`src/source/weight_load_params.svh`:
```
// sizes of the layer, the tile and the memory map for the weight loader
// include wherever a size or the weight base address is needed

`ifndef WEIGHT_LOAD_PARAMS_SVH
`define WEIGHT_LOAD_PARAMS_SVH

// layer and tile
`define WL_M            8       // total output channels
`define WL_K            3       // kernel size
`define WL_TN           4       // rows per tile
`define WL_TM           4       // channels per row burst

// one burst per row, TM*K*K words
`define WL_BURST_LEN    (`WL_TM * `WL_K * `WL_K)
`define WL_TILE_WORDS   (`WL_TN * `WL_BURST_LEN)

// word base of the weights in external memory
`define WL_WEIGHT_BASE  131072

// fifo keeps room for a full burst below the almost-full mark
`define WL_FIFO_DEPTH   64
`define WL_FIFO_AFULL   (`WL_FIFO_DEPTH - `WL_BURST_LEN)

// widths
`define WL_XAW          32      // external byte address
`define WL_CW           16      // counters and indices
`define WL_DW           32      // weight word
`define WL_BAW          8       // weight buffer address

`endif

```
`src/source/weight_load_pkg.sv`:
```
// types shared by the weight loader blocks
// modules name these as weight_load_pkg::<type> in their port lists

`include "weight_load_params.svh"

package weight_load_pkg;

    // external byte address
    typedef logic [`WL_XAW-1:0] xaddr_t;

    // tile base, row index, burst length
    typedef logic [`WL_CW-1:0] cnt_t;

    typedef logic [`WL_DW-1:0] word_t;     // one weight word

    typedef logic [`WL_BAW-1:0] baddr_t;   // weight buffer address

    // load controller states
    typedef enum logic [2:0] {
        LS_IDLE,
        LS_CONFIG,      // compute row address and length
        LS_WAIT_ROOM,   // fifo too full for another burst
        LS_TRANS,       // burst running in the reader
        LS_DONE         // burst finished, pick next row or stop
    } load_state_t;

    // one burst request, held stable by the controller
    // from trans_start until trans_done
    typedef struct packed {
        xaddr_t raddr;  // byte address of the first word
        cnt_t   iolen;  // number of words
    } burst_req_t;

endpackage

```
`src/source/weight_fifo.sv`:
```
// word fifo between the burst reader and the buffer writer
// afull tells the controller when less than one burst of room is left

`timescale 1ns/10ps

`include "weight_load_params.svh"

module weight_fifo (
    input  logic                   clk,
    input  logic                   rst,
    input  logic                   push,
    input  weight_load_pkg::word_t push_data,
    input  logic                   pop,
    output weight_load_pkg::word_t pop_data,
    output logic                   empty,
    output logic                   afull
);

    import weight_load_pkg::*;

    localparam int PW = $clog2(`WL_FIFO_DEPTH);

    word_t         mem [`WL_FIFO_DEPTH];
    logic [PW-1:0] wr_ptr;
    logic [PW-1:0] rd_ptr;
    logic [PW:0]   count;   // occupancy, one bit wider than the pointers
    logic          do_push;
    logic          do_pop;

    assign empty    = (count == '0);
    assign do_push  = push && (count != (PW+1)'(`WL_FIFO_DEPTH));
    assign do_pop   = pop && !empty;
    assign pop_data = mem[rd_ptr];  // head word, no read latency

    always_ff @(posedge clk or posedge rst) begin
        if (rst) begin
            wr_ptr <= '0;
            rd_ptr <= '0;
            count  <= '0;
            afull  <= 1'b0;
        end else begin
            if (do_push) begin
                wr_ptr <= wr_ptr + 1'b1;    // wraps at depth
            end
            if (do_pop) begin
                rd_ptr <= rd_ptr + 1'b1;
            end
            case ({do_push, do_pop})
                2'b10:   count <= count + 1'b1;
                2'b01:   count <= count - 1'b1;
                default: count <= count;
            endcase
            afull <= (count > (PW+1)'(`WL_FIFO_AFULL));
        end
    end

    always_ff @(posedge clk) begin
        if (do_push) begin
            mem[wr_ptr] <= push_data;
        end
    end

endmodule

```
`config.mk`:
```
export PLATFORM = sky130hd
export DESIGN_NAME = weight_fifo
export DESIGN_NICKNAME = d
export VERILOG_FILES = /design/src/source/weight_load_pkg.sv /design/src/source/weight_fifo.sv
export VERILOG_INCLUDE_DIRS = /design/src /design/src/source
export SDC_FILE = /design/constraint.sdc
export NUM_CORES = 2
export LEC_CHECK = 0
export BUFFER_PORTS_ARGS = -buffer_cell sky130_fd_sc_hd__buf_2
export CAP_MARGIN = 10
export CORE_UTILIZATION = 63
export DETAILED_ROUTE_END_ITERATION = 16
export PLACE_DENSITY = 0.81
export SKIP_CTS_REPAIR_TIMING = 1
export SYNTH_ARGS = -nofsm -noshare
export SYNTH_HDL_FRONTEND = slang
export SYNTH_SLANG_ARGS = --single-unit
```
`constraint.sdc`:
```
create_clock -name clk -period 4.5 [get_ports clk]
set_clock_uncertainty 0.15 [all_clocks]
set_input_delay 0.9 -clock clk [delete_from_list [all_inputs] [get_ports clk]]
set_output_delay 0.9 -clock clk [all_outputs]
set_load 0.02 [all_outputs]
```
== Word-level counts from Yosys, hierarchy flattened ==
Memory sizes are Yosys's and may differ from the RTL's.
Index checks and enable logic that the tools add are counted.
Word-level totals
  register bits after elaboration: 20
  RAM bits: 2048
  input port bits: 36
  output and inout port bits: 34
  word-level logic and storage cells: 21
  memories kept: 1
Cells by class
  add/subtract/negate cells: 4
  $lt $le $gt $ge: 1
  eq/ne operators: 3
  muxes and demuxes: 3
  reductions and logical operators: 5
Memory list
  mem: words 64, bits a word 32, rd ports 1, clocked after Yosys merged registers in 0, wr ports 1, line weight_fifo.sv:23  | word_t mem [`WL_FIFO_DEPTH];
Operators with widths (number)
  $pmux W7 S2: 1
  $add A6 B1 Y6 const B: 2
  $add A7 B1 Y7 const B: 1
  $gt A7 B5 Y1 const B: 1
  $logic_not A7 Y1: 1
  $ne A7 B7 Y1 const B: 1
  $sub A7 B1 Y7 const B: 1
  $eq A2 B1 Y1 const B: 1
  $eq A2 B2 Y1 const B: 1
  $logic_and A1 B1 Y1: 2
  $mux W1: 2
  $reduce_bool A2 Y1: 1
  $logic_not A1 Y1: 1

== Longest topological paths before layout ==
  word-level depth: 5
  gate-level depth with buffers: 13
  mapped depth without buffers: 13

== Least setup slack after synthesis ==
OpenSTA, ideal clock, no wires.
  path kind: input port to flip-flop
  from: input push
  to: memory mem[59][0] (netlist bit), enable pin
  library setup time: 0.421 ns
  data arrival time: 2.996 ns
  data required time: 3.929 ns
  setup slack: 0.933 ns
  stages: 4
  buffers on the path: 0
  cells stage by stage: o21a_1 -> nor2b_1 -> nand3_1 -> nor2_1
Between the ends
  cells in the longest elaborated chain, start to end: 3
RTL lines
  from (decl): line weight_fifo.sv:11  | input logic push,
  $logic_and A1 B1 Y1: line weight_fifo.sv:31  | assign do_push = push && (count != (PW+1)'(`WL_FIFO_DEPTH));
  $mux W1: line weight_fifo.sv:58  | if (do_push) begin
  $mux W1 (not written as such): line weight_fifo.sv:59  | mem[wr_ptr] <= push_data;
  to (decl): line weight_fifo.sv:23
No other way between the ends.

== Worst setup path after layout ==
  from: register rd_ptr[0]
  to: output pop_data[14]
Between the ends
  cells in the longest elaborated chain, start to end: 1
RTL lines
  from (decl): line weight_fifo.sv:25  | logic [PW-1:0] rd_ptr;
  from (signal assigned): line weight_fifo.sv:46  | rd_ptr <= rd_ptr + 1'b1;
  $mem_v2 Z64 W32
  to (decl): line weight_fifo.sv:14  | output weight_load_pkg::word_t pop_data,
No other way between the ends.

==> results by group <==
Logic synthesis
  – Post-Syn Area: 0.07948 mm2
  – Post-Synthesis Mean Instance Area: roughly 23 um2
  – Warnings from Yosys: 0
  – Number of flops mapped to enable cells by yosys: 2048
  – Library cells used by synthesis: 58
  – Post-synth ARST share: 0.9671%
  – #FFs+latches synth: 2068
  – Synthesized instance count: 3528
  – Synth Flop Type: edfxtp_1
  – Sequential area share after synthesis: 78.01%
  – Post-synthesis net count: roughly 3600

Final layout
  – Fillers: 6052
  – Commonest non-fill, non-tap cells in the layout: 2048 x edfxtp_1, 488 x mux4_2, 221 x buf_4
  – Area growth, synth to finish: 16.34%
  – Commonest non-fill, non-tap cell in the layout: edfxtp_1
  – Non-filler cells in the finished layout: between 5000 and 6000
  – Fin nets: between 3000 and 4000
  – Share of layout cells above drive strength 1: 33.05%

Routing
  – Remaining antenna violation count: 0
  – Drt first pass iters: 8
  – DRC Markers: 0
  – Wire per inst: 41.43 um
  – First-iteration detailed-routing DRC count: 7574
  – DR vias/cell: 7.471
  – Final WL: 237.9 mm
  – Routed via count: 42900

GRT
  – Gr ovfl total: 0
  – Initial antenna violation count: 4
  – Via count of the first global-routing pass: 42560
  – Overall global routing resource usage: 35.51%
  – Largest net degree at the start of global routing: 87
  – Global-route wire length before repair: 309.2 mm

STA
  – Final setup fails: 30
  – Pins Over Slew Limit: 0
  – Slew @ Worst Pin: 1.334 ns
  – Crit share post-route: 105.2%
  – Hold Slack: 0.1180 ns
  – Setup ws final: -0.2360 ns
  – RSZ-0062 raised after global routing: true
  – Slew Limit Headroom: between 10% and 20%
  – Final Hold Vio Count: 0
  – Fmax: between 200 and 250 MHz
  – Tmin final: 4.736 ns

Die
  – Number of core rows: 129
  – Die Span Y: 357.2 um
  – IO Count: 70
  – Starting Density: 63.87%
  – Die area: 0.1276 mm2
  – Core ar.: 0.1244 mm2
  – Die width: ~360 um

CTS
  – Num Clock Sinks: 2068
  – Clock transition at path regs: about 0.07 ns
  – CTS tree: done
  – Worst skew pair latency: 0.83 ns
  – CTS Root Cell: clkbuf_16
  – Bufs on Longest Clock Path: 3
  – Max H-tree Level: 4
  – Number of CTS-inserted buffers: around 190

Worst setup path
  – Critical Path RT: 3.45 ns
  – CP Launch Type: register
  – Critical-path maximum fanout: 7
  – R2R Path End: mem[24][31]$_DFFE_PP_
  – Kind of end point of the critical path: output port
  – Register-to-register setup slack: 0.91 ns
  – Worst reg2reg path depth: 7
  – R2R Path Start: count[0]$_DFFE_PP0P_
  – WP data arrival: between 3 and 4 ns
  – Critical path class: register to output port

Power and ir drop
  – P per Cell Area: 649.1 mW/mm2
  – Power, Total: 60.02 mW
  – Worst VDD drop: slightly below 600 uV
  – P_leak: roughly 30 nW

Run status
  – Status: complete, but fails checks
  – Failing checks: setup timing

Place
  – Placed insts: between 5000 and 6000
  – DP HPWL: 116.1 mm
  – GP Congestion: 0.8299
  – Port Buf Inserts: 69
  – Dpl ws: -0.06069 ns

Hold path
  – Worst Hold Class: primary input to asynchronous set/reset pin

Run
  – Max-capacitance violation count: 0
## flip-flops by register name, summed over array words and instances, names as in the netlist
signal  flops
wr_ptr      6
count       7
rd_ptr      6
mem      2048
afull       1
## worst max-delay path by stage
| stage | slack (ns) | end | from | cells past startpoint |
|---|---|---|---|---|
| 3_5_place_dp | -0.06 | pop_data[15] | rd_ptr[0]$_DFFE_PP0P_ | 7 |
| 2_1_floorplan | 0.93 | mem[59][0]$_DFFE_PP_ | push | 4 |
| 4_1_cts | -0.91 | pop_data[15] | rd_ptr[0]$_DFFE_PP0P_ | 7 |
| 5_1_grt | -0.29 | pop_data[14] | rd_ptr[0]$_DFFE_PP0P_ | 11 |
| 3_3_place_gp | -0.08 | pop_data[15] | rd_ptr[0]$_DFFE_PP0P_ | 7 |
| 6_report | -0.24 | pop_data[14] | rd_ptr[0]$_DFFE_PP0P_ | 11 |
## cell type report
type | count | area (um2) | area share [%]
clock buffers | 250 | 5146 | 5.565
clock inverters | 107 | 1102 | 1.192
inverters | 12 | 57.56 | 0.06224
well taps | 1637 | 2048 | 2.215
diodes | 2 | 5.005 | 0.005412
repair buffers | 416 | 4730 | 5.115
flip-flops and latches | 2068 | 62020 | 67.07
multi-input cells | 1250 | 17360 | 18.78
## power by group
group / total (mW) / switching [mW] / internal [mW]
clock network: 16.4 / 7.25 / 9.18
registers: 22.3 / 0.392 / 21.9
logic: 21.3 / 11.9 / 9.35
## synthesized netlist by cell type, types with 6 or more instances
master	instances	area, um2
buf_4	29	217.7
ha_1	8	100.1
nor2b_1	8	50.05
edfxtp_1	2048	61500
a21oi_1	50	250.2
mux2_2	6	67.56
a211oi_1	11	82.58
a22oi_1	10	75.07
clkbuf_1	78	292.8
mux4_2	488	10990
o22ai_1	42	262.8
buf_2	42	210.2
a221oi_1	16	140.1
inv_1	10	37.54
o221ai_1	29	254.0
nand2_1	75	281.5
a2111oi_0	9	78.83
nor2_1	104	390.4
nor3_1	12	60.06
a31o_2	6	52.55
dfrtp_1	20	500.5
a211o_1	14	122.6
xnor2_1	9	78.83
nand3_1	12	60.06
o21ai_0	71	355.3
buf_1	23	86.33
buf_6	26	292.8
and2_1	6	37.54
mux2i_1	210	2102
## cell families (layout without fill, tap and decap cells)
family,after synthesis,count (layout),synth area share (%)
other,0,2,0
buffers and inverters,210,785,1.440
flip-flops,2068,2068,78.01
AND/OR/NAND/NOR,234,234,1.256
multiplexers,704,704,16.56
AO/OA/AOI/OAI,289,289,2.434
XOR/XNOR,14,14,0.1543
adder cells (fa/ha/maj),9,9,0.1511
## critical path: stages (launching register included)
cell and delay, ns:
dfrtp_4 0.51, buf_8 0.16, clkbuf_16 0.20, buf_12 0.15
clkbuf_16 0.16, mux2i_1 0.23, o22ai_1 0.22, a2111oi_0 0.54
buf_4 0.22, a21oi_1 0.05, o22a_1 0.26, buf_6 0.16
## stage by stage
| step | setup TNS, ns | area, um2 | util (%) |
|---|---|---|---|
| final | -2.815 | 92470 | 74.31 |
| after global routing | -3.633 | 92470 | 74.30 |
| after CTS | -12.87 | 90080 | 72.39 |
| after detailed placement | -0.06069 | 83830 | 67.37 |
| after global placement | -0.07809 | 83830 | 67.37 |
| after floorplan | 0 | 79480 | - |
## metal layers
metal	vias up	share of wire, %	track usage (%)	routed length [um]
li1	15810	-	-	-
met1	21750	31	45.49	72820
met2	4359	48	56.09	114300
met3	974	15	9.622	34630
met4	4	6.8	19.44	16060
met5	-	0.011	0	26
Power figures use the tool's default switching activity.
