--- src/source/weight_load_params.svh ---
// sizes of the layer, the tile and the memory map for the weight loader
// include wherever a size or the weight base address is needed

`ifndef WEIGHT_LOAD_PARAMS_SVH
`define WEIGHT_LOAD_PARAMS_SVH

// layer and tile
`define WL_M            8       // total output channels
`define WL_K            3       // kernel size
`define WL_TN           4       // rows per tile
`define WL_TM           4       // channels per row burst

// one burst per row, TM*K*K words
`define WL_BURST_LEN    (`WL_TM * `WL_K * `WL_K)
`define WL_TILE_WORDS   (`WL_TN * `WL_BURST_LEN)

// word base of the weights in external memory
`define WL_WEIGHT_BASE  131072

// fifo keeps room for a full burst below the almost-full mark
`define WL_FIFO_DEPTH   64
`define WL_FIFO_AFULL   (`WL_FIFO_DEPTH - `WL_BURST_LEN)

// widths
`define WL_XAW          32      // external byte address
`define WL_CW           16      // counters and indices
`define WL_DW           32      // weight word
`define WL_BAW          8       // weight buffer address

`endif

--- src/source/weight_load_pkg.sv ---
// types shared by the weight loader blocks
// modules name these as weight_load_pkg::<type> in their port lists

`include "weight_load_params.svh"

package weight_load_pkg;

    // external byte address
    typedef logic [`WL_XAW-1:0] xaddr_t;

    // tile base, row index, burst length
    typedef logic [`WL_CW-1:0] cnt_t;

    typedef logic [`WL_DW-1:0] word_t;     // one weight word

    typedef logic [`WL_BAW-1:0] baddr_t;   // weight buffer address

    // load controller states
    typedef enum logic [2:0] {
        LS_IDLE,
        LS_CONFIG,      // compute row address and length
        LS_WAIT_ROOM,   // fifo too full for another burst
        LS_TRANS,       // burst running in the reader
        LS_DONE         // burst finished, pick next row or stop
    } load_state_t;

    // one burst request, held stable by the controller
    // from trans_start until trans_done
    typedef struct packed {
        xaddr_t raddr;  // byte address of the first word
        cnt_t   iolen;  // number of words
    } burst_req_t;

endpackage

--- src/source/weight_burst_reader.sv ---
// burst reader: turns one burst request into word reads on the external port
// returned words go straight into the fifo, several reads may be in flight

`timescale 1ns/10ps

module weight_burst_reader (
    input  logic                        clk,
    input  logic                        rst,
    input  logic                        trans_start,
    input  weight_load_pkg::burst_req_t burst_req,
    output logic                        mem_rd_en,
    output weight_load_pkg::xaddr_t     mem_rd_addr,
    input  logic                        mem_grant,
    input  logic                        mem_rd_valid,
    input  weight_load_pkg::word_t      mem_rd_data,
    output logic                        push,
    output weight_load_pkg::word_t      push_data,
    output logic                        trans_done
);

    import weight_load_pkg::*;

    logic   active;     // burst in progress
    cnt_t   issue_cnt;  // reads granted so far
    cnt_t   ret_cnt;    // words pushed so far
    xaddr_t rd_addr;
    logic   rd_fire;
    cnt_t   last_idx;

    assign mem_rd_en   = active && (issue_cnt != burst_req.iolen);
    assign mem_rd_addr = rd_addr;
    assign rd_fire     = mem_rd_en && mem_grant;
    assign last_idx    = burst_req.iolen - cnt_t'(1);

    always_ff @(posedge clk or posedge rst) begin
        if (rst) begin
            active     <= 1'b0;
            issue_cnt  <= '0;
            ret_cnt    <= '0;
            push       <= 1'b0;
            trans_done <= 1'b0;
        end else begin
            push       <= mem_rd_valid;     // data is registered below
            trans_done <= 1'b0;
            if (trans_start) begin
                active    <= 1'b1;
                issue_cnt <= '0;
                ret_cnt   <= '0;
            end else if (active) begin
                if (rd_fire) begin
                    issue_cnt <= issue_cnt + cnt_t'(1);
                end
                if (push) begin
                    ret_cnt <= ret_cnt + cnt_t'(1);
                    if (ret_cnt == last_idx) begin
                        active     <= 1'b0;
                        trans_done <= 1'b1;     // last word went in last cycle
                    end
                end
            end
        end
    end

    // read address and returned data
    always_ff @(posedge clk) begin
        if (trans_start) begin
            rd_addr <= burst_req.raddr;
        end else if (rd_fire) begin
            rd_addr <= rd_addr + xaddr_t'(4);   // next word
        end
        push_data <= mem_rd_data;
    end

endmodule

--- config.mk ---
export PLATFORM = sky130hd
export DESIGN_NAME = weight_burst_reader
export DESIGN_NICKNAME = d
export VERILOG_FILES = /design/src/source/weight_load_pkg.sv /design/src/source/weight_burst_reader.sv
export VERILOG_INCLUDE_DIRS = /design/src /design/src/source
export SDC_FILE = /design/constraint.sdc
export NUM_CORES = 1
export LEC_CHECK = 0
export BUFFER_PORTS_ARGS = -buffer_cell sky130_fd_sc_hd__buf_2
export CORE_MARGIN = 3
export CORE_UTILIZATION = 45
export DETAILED_ROUTE_END_ITERATION = 16
export PLACE_DENSITY_LB_ADDON = 0.12
export SYNTH_ARGS = -nofsm -noshare
export SYNTH_HDL_FRONTEND = slang
export SYNTH_SLANG_ARGS = --single-unit
export TNS_END_PERCENT = 10
--- constraint.sdc ---
create_clock -name clk -period 2.2 [get_ports clk]
set_input_delay 0.11 -clock clk [delete_from_list [all_inputs] [get_ports clk]]
set_output_delay 0.11 -clock clk [all_outputs]
set_load 0.02 [all_outputs]
After elaboration in Yosys (flattened, before gate mapping)
Cells that the tools add are included.
- add/subtract/negate cells: 4
- equal/unequal tests: 2
- mux-type cells: 16
- reduce and logical (&&, ||, !) cells: 7
- operators with widths (operator ; number):
    $mux W16 ; 6
    $mux W32 ; 2
    $add A16 B1 Y16 const B ; 2
    $add A32 B3 Y32 const B ; 1
    $eq A16 B16 Y1 ; 1
    $ne A16 B16 Y1 ; 1
    $sub A16 B1 Y16 const B ; 1
    $mux W1 ; 8
    $reduce_bool A2 Y1 ; 3
    $reduce_and A2 Y1 ; 2
    $logic_and A1 B1 Y1 ; 2
- flip-flop bits (word level): 99
- bits of input ports: 85
- output and inout bits: 67
- logic and storage cells: 36

Depth between registers and ports, before layout
- word-level depth: 6
- depth in mapped cells: 10
- mapped depth without buffers: 8

Worst setup path before layout
OpenSTA, ideal clock, no wires.
- kind: flip-flop to flip-flop
- from: register issue_cnt[0]
- to: register rd_addr[10] (netlist: mem_rd_addr[10]) (enable)
- library setup time: 0.468 ns
- data arrival time: 1.956 ns
- required time: 1.732 ns
- path slack: -0.225 ns
- cell stages (with the launch flop): 7
- path buffers: 1
- period minus slack after synthesis: 2.425 ns
- cell sequence: dfrtp_1 -> xnor2_1 -> nand4_1 -> o41a_1 -> buf_2 -> nand2_1 -> nand2b_1
- word-level cells in the longest chain between the ends: 4
- ends and longest elaborated chain (element ; line ; source):
    start: declaration ; weight_burst_reader.sv:24 ; cnt_t issue_cnt;
    start signal: assignment ; weight_burst_reader.sv:51 ; issue_cnt <= issue_cnt + cnt_t'(1);
    $ne A16 B16 Y1 ; weight_burst_reader.sv:30 ; assign mem_rd_en = active && (issue_cnt != burst_req.iolen);
    $logic_and A1 B1 Y1 ; weight_burst_reader.sv:30 ;
    net mem_rd_en ; weight_burst_reader.sv:11 ; output logic mem_rd_en,
    $logic_and A1 B1 Y1 ; weight_burst_reader.sv:32 ; assign rd_fire = mem_rd_en && mem_grant;
    $reduce_bool A2 Y1 (no line) ; -- ;
    end signal: assignment ; weight_burst_reader.sv:67 ; rd_addr <= burst_req.raddr;
    end signal: assignment ; weight_burst_reader.sv:69 ; rd_addr <= rd_addr + xaddr_t'(4);
    end: declaration ; weight_burst_reader.sv:26 ; xaddr_t rd_addr;
The timed path passes the listed nets, and every way through them passes these cells.
A chain may end at the register's enable or synchronous reset.

Worst setup path after layout
- from: register issue_cnt[6]
- to: output mem_rd_en
- word-level cells in the longest chain between the ends: 2
- ends and longest elaborated chain (element ; line):
    $ne A16 B16 Y1 ; weight_burst_reader.sv:30
    $logic_and A1 B1 Y1 ; weight_burst_reader.sv:30
    end: declaration ; weight_burst_reader.sv:11
Every way passes these cells.

==> impl_results.md <==
* DR vias at 4,332
* Post-synth cell types at 53
* Num CTS Buffers at 9
* Outcome: complete, no violations
* Commonest cells after routing, fill and taps aside: buf_2, nand2_1, xnor2_1, xor2_1, dlygate4sd3_1
* Area after DPL at 0.00589 mm^2
* Fmax at 486 MHz
* Hold Crit Class: in2reg
* Setup CP Type: reg2out
* Hold Vio Cnt, Final at 0
* Endpoint class of the critical path: output pin
* Total gr overflow at 0
* Design Area, Final at 0.00650 mm^2
* First-pass GRT wire length at 21,700 um
* Simple-gate area share of the yosys netlist at 22.1%
* Syn_area_per_cell at 9.95 um^2
* Post-CTS Setup Bufs at 0
* Via-to-Cell Ratio at 5.21
* Largest fanout on the critical path at 8
* Hold path start: burst_req[40]
* XOR/XNOR share of the synthesized area at 15.6%
* Commonest non-fill, non-tap cell in the layout: buf_2
* GRT Resource Usage Total at 21.7%
* Reg2reg start: ret_cnt[10]$_DFFE_PP0P_
* Max Slew Vio Count at 0
* Sequential cell area fraction in the yosys report at 50.1%
* Post-synthesis compound-gate area fraction at 7.74%
* Ys flop type: dfrtp_1
* Mapped Cells at 497
* Final WL at 13,200 um
* Slowest-stage cell, CP: o41a_1
* DIE WIDTH at 111 um
* Num Clock Sinks at 99
* Startpoint types: flip-flop
* Later-pin clock latency in the skew report at 370 ps
* Warnings from Yosys at 0
* Post-route ant nets at 0
* Power per cell area at 603 mW/mm^2
* FF+latch count, synth at 99
* Initial antenna violation count at 0
* Post-synth EDFFs at 32
* Critical path startpoint: issue_cnt[6]$_DFFE_PP0P_
* Period utilisation layout at 93.6%
* Synthesized area at 0.00494 mm^2
* Port Buffers at 151
* Buffer depth of the longest clock path at 2
* Peak VDD IR at 0.597 mV
* Vias in the first global route at 4,390
* Post-DR wirelength/cell at 15.9 um
* Cell family with most CP delay: compound AO/OA/AOI/OAI gates
* Fin util at 61.9%
* DP Worst Slack at 46.8 ps
* Area grow syn2layout at 31.6%
* Die H at 111 um
* Largest net degree at the start of global routing at 60
* Reg clk slew, reported paths at 100 ps
* Pleak at 2.78 nW
* Share of cells above drive strength 1 at 27.6%
* Measured slew at the worst slew-check pin at 496 ps
* FILL cells at 886
* Mux share of post-synthesis cell area at 0.658%
* Row cnt at 37
* Adder and majority gate portion of the synthesized area at 1.01%
* Slew HR at 67.0%
* Fin crit period at 2060 ps
* CP required at 2090 ps
* CTS tree: built
* Crit path cell chain: xnor2_1, nand4_1, o41a_1, buf_4, buf_2
* Ys async rst share at 35.4%
* DRT Pass-1 Iters at 4
* Fin nets at 779
* Setup Skew at 11.7 ps
* Clock Tree Root: clkbuf_8
* Slowest Stage Delay on Critical Path at 470 ps
* Pwr Total at 3.92 mW
* Total negative slack at 0 ps
* Die area at 0.0123 mm^2
* RSZ-0062 raised after global routing: no
* Setup Viol. Count Final at 0
* Hpwl dp at 9360 um
* Diodes inserted at 0
* Max-cap violations at 0
* CP bufs+invs at 2
* CTS HTree Levels at 3
* Initial Utilization at 47.1%
* Starting DRT DRC Count at 168
* DRC violations left at 0
* Post-Syn Nets at 586
* Arrival time worst endpoint at 1950 ps
* Main combinational cell family by area after synthesis: simple AND/OR/NAND/NOR gates
* Boundary Pins at 152
* Gpl congestion at 0.874
* Core Region at 0.0105 mm^2
* Setup ws final at 140 ps
flip-flops by register name (all words and copies together), names as in the netlist:
| name | count |
|---|---|
| ret_cnt | 16 |
| push_data | 32 |
| trans_done | 1 |
| active | 1 |
| mem_rd_addr | 32 |
| push | 1 |
| issue_cnt | 16 |
synthesized netlist by cell type (3+ instances only):
cell type | n | area share (%)
nand3_1 | 27 | 2.7
dfrtp_1 | 35 | 18
ha_1 | 4 | 1.0
and2_1 | 11 | 1.4
or3_1 | 6 | 0.76
a21oi_1 | 8 | 0.81
nor2b_1 | 5 | 0.63
nor4b_1 | 3 | 0.53
xnor2_1 | 45 | 8.0
nor3_1 | 7 | 0.71
and3_1 | 14 | 1.8
o21ai_0 | 35 | 3.5
buf_2 | 5 | 0.51
dfxtp_1 | 32 | 13
nor2_1 | 40 | 3.0
inv_1 | 7 | 0.53
or4_1 | 3 | 0.46
o31ai_1 | 3 | 0.46
clkbuf_1 | 19 | 1.4
nand2_1 | 51 | 3.9
a311oi_1 | 3 | 0.53
nand4b_1 | 3 | 0.53
nand4_1 | 18 | 2.3
and4_1 | 6 | 1.1
edfxtp_1 | 32 | 19
xor2_1 | 43 | 7.6
final timing paths:
check | endpoint | slack (ps) | cells past startpoint
setup / recovery | mem_rd_en | 140 | 5
hold / removal | mem_rd_addr[24]$_DFFE_PP_ | 20 | 3
setup reg to reg | trans_done$_DFF_PP0_ | 200 | 6
hold reg to reg | issue_cnt[8]$_DFFE_PP0P_ | 600 | 2
max in group asynchronous | ret_cnt[0]$_DFFE_PP0P_ | 1460 | 4
min in group asynchronous | issue_cnt[3]$_DFFE_PP0P_ | 390 | 4
what timing repair did:
item                                   4_1_cts  5_1_grt
endpoints found under the hold margin       76        0
hold buffers                                42        0
gates resized for setup                      0        1
setup endpoints to repair                    0        2
power by group:
group          switching (mW)  total [mW]  internal [mW]
logic                   0.386       0.685          0.299
clock network           0.692        1.14          0.446
registers              0.0847        2.10           2.02
total                    1.16        3.92           2.76
layer usage:
metal	global-route usage, %	routed length (um)
met2	36.8	6600
met4	6.90	193
met5	0	0
met3	4.97	758
met1	27.5	5680
area by class of cell:
class	instances	area (um^2)	area share (%)
flip-flops and latches	99	2480	38.1
multi-input cells	365	2340	36.0
repair buffers	208	1300	20.0
well taps	136	170	2.62
clock buffers	9	124	1.90
clock inverters	7	66.3	1.02
inverters	7	26.3	0.404
metrics by stage:
step | hold WS, ps | cells
3_3_place_gp | 212 | 773
4_1_cts | 2.27 | 831
2_1_floorplan | 138 | 497
3_5_place_dp | 214 | 773
5_1_grt | 1.71 | 831
6_report | 17.4 | 831
worst min-delay path, stage by stage:
cell and delay (ps):
buf_2 70, nand2_1 40, o21ai_0 60
cell families (layout without fill, tap and decap cells):
| logic type | count (synthesis) | after routing |
|---|---|---|
| AO/OA/AOI/OAI | 63 | 63 |
| XOR/XNOR | 88 | 88 |
| adder cells (fa/ha/maj) | 4 | 4 |
| buffers and inverters | 33 | 231 |
| flip-flops | 99 | 99 |
| multiplexers | 3 | 3 |
| AND/OR/NAND/NOR | 207 | 207 |
Note: power is estimated with default switching activity, not from simulation.
