## config.mk

```make
export PLATFORM = sky130hd
export DESIGN_NAME = weight_load_ctrl
export DESIGN_NICKNAME = d
export VERILOG_FILES = /design/src/source/weight_load_pkg.sv /design/src/source/weight_load_ctrl.sv
export VERILOG_INCLUDE_DIRS = /design/src /design/src/source
export SDC_FILE = /design/constraint.sdc
export NUM_CORES = 1
export LEC_CHECK = 0
export BUFFER_PORTS_ARGS = -buffer_cell sky130_fd_sc_hd__buf_2
export CAP_MARGIN = 15
export CORE_MARGIN = 2
export CORE_UTILIZATION = 58
export CTS_CLUSTER_DIAMETER = 40
export DETAILED_ROUTE_END_ITERATION = 6
export HOLD_SLACK_MARGIN = 0.06
export PLACE_DENSITY_LB_ADDON = 0.1
export SLEW_MARGIN = 20
export SYNTH_ARGS = -nofsm -noshare
export SYNTH_HDL_FRONTEND = slang
export SYNTH_SLANG_ARGS = --single-unit
```

## constraint.sdc

```tcl
create_clock -name clk -period 8.69 [get_ports clk]
set_clock_uncertainty 0.05 [all_clocks]
set_input_delay 0 -clock clk [delete_from_list [all_inputs] [get_ports clk]]
set_output_delay 0 -clock clk [all_outputs]
set_load 0.01 [all_outputs]
```

## src/source/weight_load_params.svh

```systemverilog
// sizes of the layer, the tile and the memory map for the weight loader
// include wherever a size or the weight base address is needed

`ifndef WEIGHT_LOAD_PARAMS_SVH
`define WEIGHT_LOAD_PARAMS_SVH

// layer and tile
`define WL_M            8       // total output channels
`define WL_K            3       // kernel size
`define WL_TN           4       // rows per tile
`define WL_TM           4       // channels per row burst

// one burst per row, TM*K*K words
`define WL_BURST_LEN    (`WL_TM * `WL_K * `WL_K)
`define WL_TILE_WORDS   (`WL_TN * `WL_BURST_LEN)

// word base of the weights in external memory
`define WL_WEIGHT_BASE  131072

// fifo keeps room for a full burst below the almost-full mark
`define WL_FIFO_DEPTH   64
`define WL_FIFO_AFULL   (`WL_FIFO_DEPTH - `WL_BURST_LEN)

// widths
`define WL_XAW          32      // external byte address
`define WL_CW           16      // counters and indices
`define WL_DW           32      // weight word
`define WL_BAW          8       // weight buffer address

`endif

```

## src/source/weight_load_pkg.sv

```systemverilog
// types shared by the weight loader blocks
// modules name these as weight_load_pkg::<type> in their port lists

`include "weight_load_params.svh"

package weight_load_pkg;

    // external byte address
    typedef logic [`WL_XAW-1:0] xaddr_t;

    // tile base, row index, burst length
    typedef logic [`WL_CW-1:0] cnt_t;

    typedef logic [`WL_DW-1:0] word_t;     // one weight word

    typedef logic [`WL_BAW-1:0] baddr_t;   // weight buffer address

    // load controller states
    typedef enum logic [2:0] {
        LS_IDLE,
        LS_CONFIG,      // compute row address and length
        LS_WAIT_ROOM,   // fifo too full for another burst
        LS_TRANS,       // burst running in the reader
        LS_DONE         // burst finished, pick next row or stop
    } load_state_t;

    // one burst request, held stable by the controller
    // from trans_start until trans_done
    typedef struct packed {
        xaddr_t raddr;  // byte address of the first word
        cnt_t   iolen;  // number of words
    } burst_req_t;

endpackage

```

## src/source/weight_load_ctrl.sv

```systemverilog
// load controller: walks the TN rows of a tile and issues one burst per row
// row address follows the weight layout of the external memory

`timescale 1ns/10ps

`include "weight_load_params.svh"

module weight_load_ctrl (
    input  logic                       clk,
    input  logic                       rst,
    input  logic                       load_start,
    input  weight_load_pkg::cnt_t      tile_base_m,
    input  weight_load_pkg::cnt_t      tile_base_n,
    input  logic                       fifo_afull,
    input  logic                       trans_done,
    output logic                       trans_start,
    output weight_load_pkg::burst_req_t burst_req,
    output logic                       ctrl_done
);

    import weight_load_pkg::*;

    load_state_t state;
    load_state_t state_next;
    cnt_t        row_cnt;       // row of the tile being loaded
    logic        last_row;      // set once the final row is configured
    xaddr_t      row_word_addr;

    // word address of the first weight of the current row
    assign row_word_addr = xaddr_t'(`WL_WEIGHT_BASE)
                         + (xaddr_t'(tile_base_n) + xaddr_t'(row_cnt)) * (`WL_M * `WL_K * `WL_K)
                         + xaddr_t'(tile_base_m) * (`WL_K * `WL_K);

    always_comb begin
        state_next = state;
        case (state)
            LS_IDLE: begin
                if (load_start) begin
                    state_next = fifo_afull ? LS_WAIT_ROOM : LS_CONFIG;
                end
            end
            LS_WAIT_ROOM: begin
                if (!fifo_afull) begin
                    state_next = LS_CONFIG;
                end
            end
            LS_CONFIG: state_next = LS_TRANS;
            LS_TRANS: begin
                if (trans_done) begin
                    state_next = LS_DONE;
                end
            end
            LS_DONE: begin
                if (last_row) begin
                    state_next = LS_IDLE;
                end else if (fifo_afull) begin
                    state_next = LS_WAIT_ROOM;  // let the writer drain first
                end else begin
                    state_next = LS_CONFIG;
                end
            end
            default: state_next = LS_IDLE;
        endcase
    end

    always_ff @(posedge clk or posedge rst) begin
        if (rst) begin
            state <= LS_IDLE;
        end else begin
            state <= state_next;
        end
    end

    // row counter and last-row flag
    always_ff @(posedge clk or posedge rst) begin
        if (rst) begin
            row_cnt  <= '0;
            last_row <= 1'b0;
        end else if (ctrl_done) begin
            row_cnt  <= '0;
            last_row <= 1'b0;
        end else if (state == LS_CONFIG) begin
            row_cnt <= row_cnt + cnt_t'(1);
            if (row_cnt == cnt_t'(`WL_TN - 1)) begin
                last_row <= 1'b1;
            end
        end
    end

    // burst parameters, captured in config
    always_ff @(posedge clk) begin
        if (state == LS_CONFIG) begin
            burst_req.raddr <= {row_word_addr[`WL_XAW-3:0], 2'b00};  // words to bytes
            burst_req.iolen <= cnt_t'(`WL_BURST_LEN);
        end
    end

    always_ff @(posedge clk or posedge rst) begin
        if (rst) begin
            trans_start <= 1'b0;
            ctrl_done   <= 1'b0;
        end else begin
            trans_start <= (state == LS_CONFIG);            // one cycle after config
            ctrl_done   <= (state == LS_DONE) && last_row;
        end
    end

endmodule

```

Word-level counts from Yosys, hierarchy flattened
Cells that the tools add are included.
{ "totals": {"reg_bits": 52, "latch_bits": 0, "ram_bits": 0, "romBits": 0, "input_bits": 37, "out_inout_bits": 50, "elab_cells": 37, "n_memories": 0} }
{ "op_classes": {"addsub": 4, "n_mul": 2, "div_mod_pow": 0, "magnitude_cmp": 0, "eq_ne": 8, "shifts": 0, "mux": 11, "n_bitwise": 0, "reduce_logical": 6} }
{ "ops": {"columns": ["cell", "count"], "rows": [
  ["2-to-1 mux 16 bit", 2],
  ["adder 25 x 20 -> 26 bit", 1],
  ["adder 18 x 24 -> 25 bit (first input constant)", 1],
  ["multiplier 17 x 4 -> 21 bit (second input constant)", 1],
  ["multiplier 16 x 4 -> 20 bit (second input constant)", 1],
  ["adder 16 x 16 -> 17 bit", 1],
  ["adder 16 x 1 -> 16 bit (second input constant)", 1],
  ["equality test 16 x 2 -> 1 bit (second input constant)", 1],
  ["case mux 3 bit (5 select lines)", 1],
  ["2-to-1 mux 3 bit", 3],
  ["equality test 3 x 2 -> 1 bit (second input constant)", 2],
  ["inequality test 2 bit (second input constant)", 3],
  ["2-to-1 mux 2 bit", 2],
  ["nonzero test 2 bit", 2],
  ["equality test 3 x 1 -> 1 bit (second input constant)", 1],
  ["equality test 3 bit (second input constant)", 1],
  ["zero test 3 bit", 1],
  ["2-to-1 mux 1 bit", 3],
  ["AND reduction 3 bit", 1],
  ["AND reduction 2 bit", 1],
  ["logical AND 1 bit", 1]
]} }

Depth between registers and ports, before layout
{ "depth": {"word_depth": 4, "mapped_depth": 30, "mapped_depth_nobuf": 30} }

Worst setup path after synthesis
OpenSTA, ideal clock, no wires.
{ "synth_path": {"path_kind": "reg2reg", "start": "register row_cnt[0]", "end": "register burst_req[41] (netlist name), data pin", "setup_ns": 0.271, "arrival_ns": 5.852, "t_required_ns": 8.369, "path_slack_ns": 2.517, "path_stages_with_launch": 29, "n_path_buf": 0, "period_less_slack_ns": 6.173, "cell_sequence": "dfrtp_1 ha_1 inv_1 fa_1 nor2b_1 o21a_1 o21ai_1 a21oi_1 xor2_1 ha_1 ha_1 a21o_1 a21oi_1 nand2_1 a31oi_1 xnor2_1 ha_1 ha_1 inv_1 fa_1 inv_1 ha_1 and4_1 and2_1 a221o_1 a221oi_4 o21ai_2 a21oi_2 mux2i_1"} }
{ "synth_between": {"elab_chain_len": 4} }
{ "synth_lines": {"columns": ["element", "line_no", "rtl"], "rows": [
  ["start: declaration", "weight_load_ctrl.sv:25", "cnt_t row_cnt;"],
  ["start signal: assignment", "weight_load_ctrl.sv:83", "row_cnt <= row_cnt + cnt_t'(1);"],
  ["adder 16 x 16 -> 17 bit", "weight_load_ctrl.sv:31", "+ (xaddr_t'(tile_base_n) + xaddr_t'(row_cnt)) * (`WL_M * `WL_K * `WL_K)"],
  ["multiplier 17 x 4 -> 21 bit", "weight_load_ctrl.sv:31", null],
  ["adder 18 x 24 -> 25 bit", "weight_load_ctrl.sv:30", "assign row_word_addr = xaddr_t'(`WL_WEIGHT_BASE)"],
  ["adder 25 x 20 -> 26 bit", "weight_load_ctrl.sv:30", null],
  ["named net row_word_addr[23]", "weight_load_ctrl.sv:27", "xaddr_t row_word_addr;"],
  ["end: declaration", "weight_load_ctrl.sv:17", "output weight_load_pkg::burst_req_t burst_req,"]
]} }
The timed path passes the listed nets, and every way through them passes these cells.
A chain may end at the register's enable or synchronous reset.

Worst setup path after layout
Ends and elaborated chain as after synthesis.

==> impl_metrics.ini <==
[setup_path]
cp_max_fo = 5
endpoint_kind = register
r2r_setup_slack_ns = 1.87
critPathKind = reg2reg
required_ns = 8.69
cpMostUsedCell = ha_1
cpPeakStageDelay_ns = 0.54
r2r-start = row_cnt[0]
slowest_stage = fa_1
arrival_ns = 6.82
r2r-end = burst_req[41]
cp-start-kind = register
r2r_cells = 28

[placement]
gp_congestion = 0.8985
hpwl_um = 8168
portBuffers = 63

[timing]
finalHoldViolCount = 0
fin_setup_tns_ns = 0
min_period_ns = 6.822
maxSlewHeadroom_pct = 44.53
fmax_mhz = 146.6
rsz0062_at_grt = no
setup_viol = 0
slew_violations = 0
fin_crit_sh_pct = 78.50
worstMarginPinSlew_ns = 0.8311

[hold_path]
min_from = load_start
min_delay_path_depth = 5
hold_path_end = state[1]
hp-class = in2reg

[floorplanning]
core_area_um2 = 8678
num_io_pins = 87
die_w_um = 98.49
dieArea_um2 = 9700
fp.dieH_um = 98.49
fp-row-count = 34
initial_core_util_pct = 59.67

[cts]
htreeDepth = 2
numCtsBuffers = 5
cts_resized = 0
clockBufferDepth = 2
cts-root-buf = clkbuf_8
cts_tree = done
cts_setup_buffers = 0
clk_latency_ns = 0.30
path_clk_slew_ns = 0.10
cts_num_sinks = 47

[global_routing]
grt.total_usage_pct = 20.67
grt_pass1_vias = 3823
grt_max_degree = 33
overflow = 0
antenna_found_initial = 0
grt_pass1_wl_um = 16690

[route]
drcViolationCount = 0
ant_nets = 0
detail_route.first_pass.iterations = 4
wl_per_cell_um = 13.38
viasPerCell = 5.459
vias = 4056
drt_iter0_drc = 123
drt-total-wl_um = 9945

[logic_synthesis]
mappedNetlistArea_um2 = 5179
synth_edf_count = 25
syn_inst = 564
yosysWarningCount = 0
syn_avg_cell_area_um2 = 9.182
synthArstFlopShare_pct = 46.81
synth-seq-cells = 47
yosys_most_used_dff = edfxtp_1
yosysSeqAreaShare_pct = 25.13
synth.distinct_cells = 55

[layout]
fin_nets = 778
num-fill-cells = 745
diodes = 0
regArea_um2 = 1301
multi_input_area_um2 = 3443
layout-drive-gt1-share_pct = 12.60
syn2layout_area_growth_pct = 10.12

[flow_run]
maxCapViolations = 0

[outcome]
status = finished clean
==> sequential cells by signal, summed over array words and instances (netlist names) <==
name         count
ctrl_done        1
burst_req       25
trans_start      1
last_row         1
state            3
row_cnt         16
==> logic make-up (layout without fill, tap and decap cells) <==
| family | Yosys count | after routing | synth area share, % |
|---|---|---|---|
| AND/OR/NAND/NOR | 113 | 113 | 11.19 |
| XOR/XNOR | 55 | 55 | 9.447 |
| buffers and inverters | 116 | 165 | 10.10 |
| flip-flops | 47 | 47 | 25.13 |
| adder cells (fa/ha/maj) | 107 | 107 | 28.32 |
| AO/OA/AOI/OAI | 122 | 122 | 15.29 |
| multiplexers | 2 | 2 | 0.3866 |
| other | 2 | 24 | 0.1450 |
==> per-stage QoR <==
| step | area, um^2 | worst slack [ns] | hold slack (ns) | util (%) | instances |
|---|---|---|---|---|---|
| after global routing | 5703 | 1.425 | 0.1079 | 65.72 | 743 |
| after detailed placement | 5529 | 1.867 | 0.1502 | 63.71 | 729 |
| final | 5703 | 1.868 | 0.1009 | 65.72 | 743 |
| after global placement | 5529 | 2.141 | 0.1474 | 63.71 | 729 |
| after CTS | 5703 | 1.848 | 0.08709 | 65.72 | 743 |
| after floorplan | 5261 | 2.517 | -0.06077 | - | 586 |
==> worst max-delay path by stage <==
stage                     from       endpoint
global placement    row_cnt[0]  burst_req[41]
CTS                 row_cnt[0]  burst_req[41]
finish              row_cnt[0]  burst_req[41]
detailed placement  row_cnt[0]  burst_req[41]
floorplan           row_cnt[0]  burst_req[41]
global route        row_cnt[0]  burst_req[41]
==> cell usage after synthesis (2+ instances only) <==
| cell | instances | area, um^2 |
|---|---|---|
| conb_1 | 2 | 7.510 |
| xor2_1 | 17 | 148.9 |
| buf_4 | 23 | 172.7 |
| nor2_1 | 35 | 131.4 |
| a31oi_1 | 3 | 18.77 |
| o21ai_1 | 5 | 25.02 |
| edfxtp_1 | 25 | 750.7 |
| mux2i_1 | 2 | 20.02 |
| nand2b_1 | 4 | 25.02 |
| o21a_1 | 5 | 37.54 |
| ha_1 | 90 | 1126 |
| nand2_1 | 18 | 67.56 |
| nand4_1 | 9 | 56.30 |
| clkbuf_1 | 5 | 18.77 |
| o211ai_1 | 4 | 30.03 |
| a21o_1 | 16 | 120.1 |
| xnor2_1 | 37 | 324.1 |
| nand3_1 | 7 | 35.03 |
| inv_1 | 87 | 326.6 |
| fa_1 | 17 | 340.3 |
| a211o_1 | 2 | 17.52 |
| nor2b_1 | 9 | 56.30 |
| o21ai_0 | 20 | 100.1 |
| a211oi_1 | 6 | 45.04 |
| or3_1 | 6 | 37.54 |
| o21bai_1 | 5 | 37.54 |
| dfrtp_1 | 22 | 550.5 |
| and2_1 | 7 | 43.79 |
| nor3_1 | 5 | 25.02 |
| and3_1 | 2 | 12.51 |
| nor4_1 | 5 | 31.28 |
| a21oi_1 | 41 | 205.2 |
==> layout make-up <==
class	instances	share of cell area, %
clock buffer	5	1.207
clock inverter	3	0.7898
inverter	87	5.726
multi-input combinational	423	60.38
sequential	47	22.82
tap	108	2.369
timing repair buffer	70	6.713
==> layer usage <==
layer,share of wire (%),GRT usage [%],up-vias
met3,5.9,3.972,4
met2,49,36.26,107
met1,44,27.01,1912
met4,0.64,3.688,0
met5,0,0,-
li1,-,-,2033
==> worst max-delay path, delay by kind of cell, from the launching register on <==
kind	cells	cell delay, ns
adder cells (fa/ha/maj)	8	2.67
multiplexers	1	0.08
AND/OR/NAND/NOR	2	0.23
XOR/XNOR	2	0.42
AO/OA/AOI/OAI	12	2.51
buffers and inverters	3	0.17
flip-flops	1	0.43
==> placed cells by master, fill, tap and decap left out, types with 9 or more instances in the layout <==
| cell | instances |
|---|---|
| a21o_1 | 16 |
| inv_1 | 87 |
| nand2_1 | 18 |
| buf_2 | 63 |
| a21oi_1 | 41 |
| ha_1 | 90 |
| xnor2_1 | 37 |
| fa_1 | 17 |
| dfrtp_1 | 22 |
| nand4_1 | 9 |
| xor2_1 | 17 |
| nor2b_1 | 9 |
| nor2_1 | 35 |
| o21ai_0 | 20 |
| conb_1 | 24 |
| edfxtp_1 | 25 |
==> what timing repair did <==
| action | in CTS | in global routing |
|---|---|---|
| endpoints found under the setup margin | 0 | 0 |
| hold buffers | 6 | 0 |
| endpoints found under the hold margin | 29 | 0 |
Power is not shown: default switching activity piles up to over one toggle a cycle in this logic, so the estimate is an artifact.
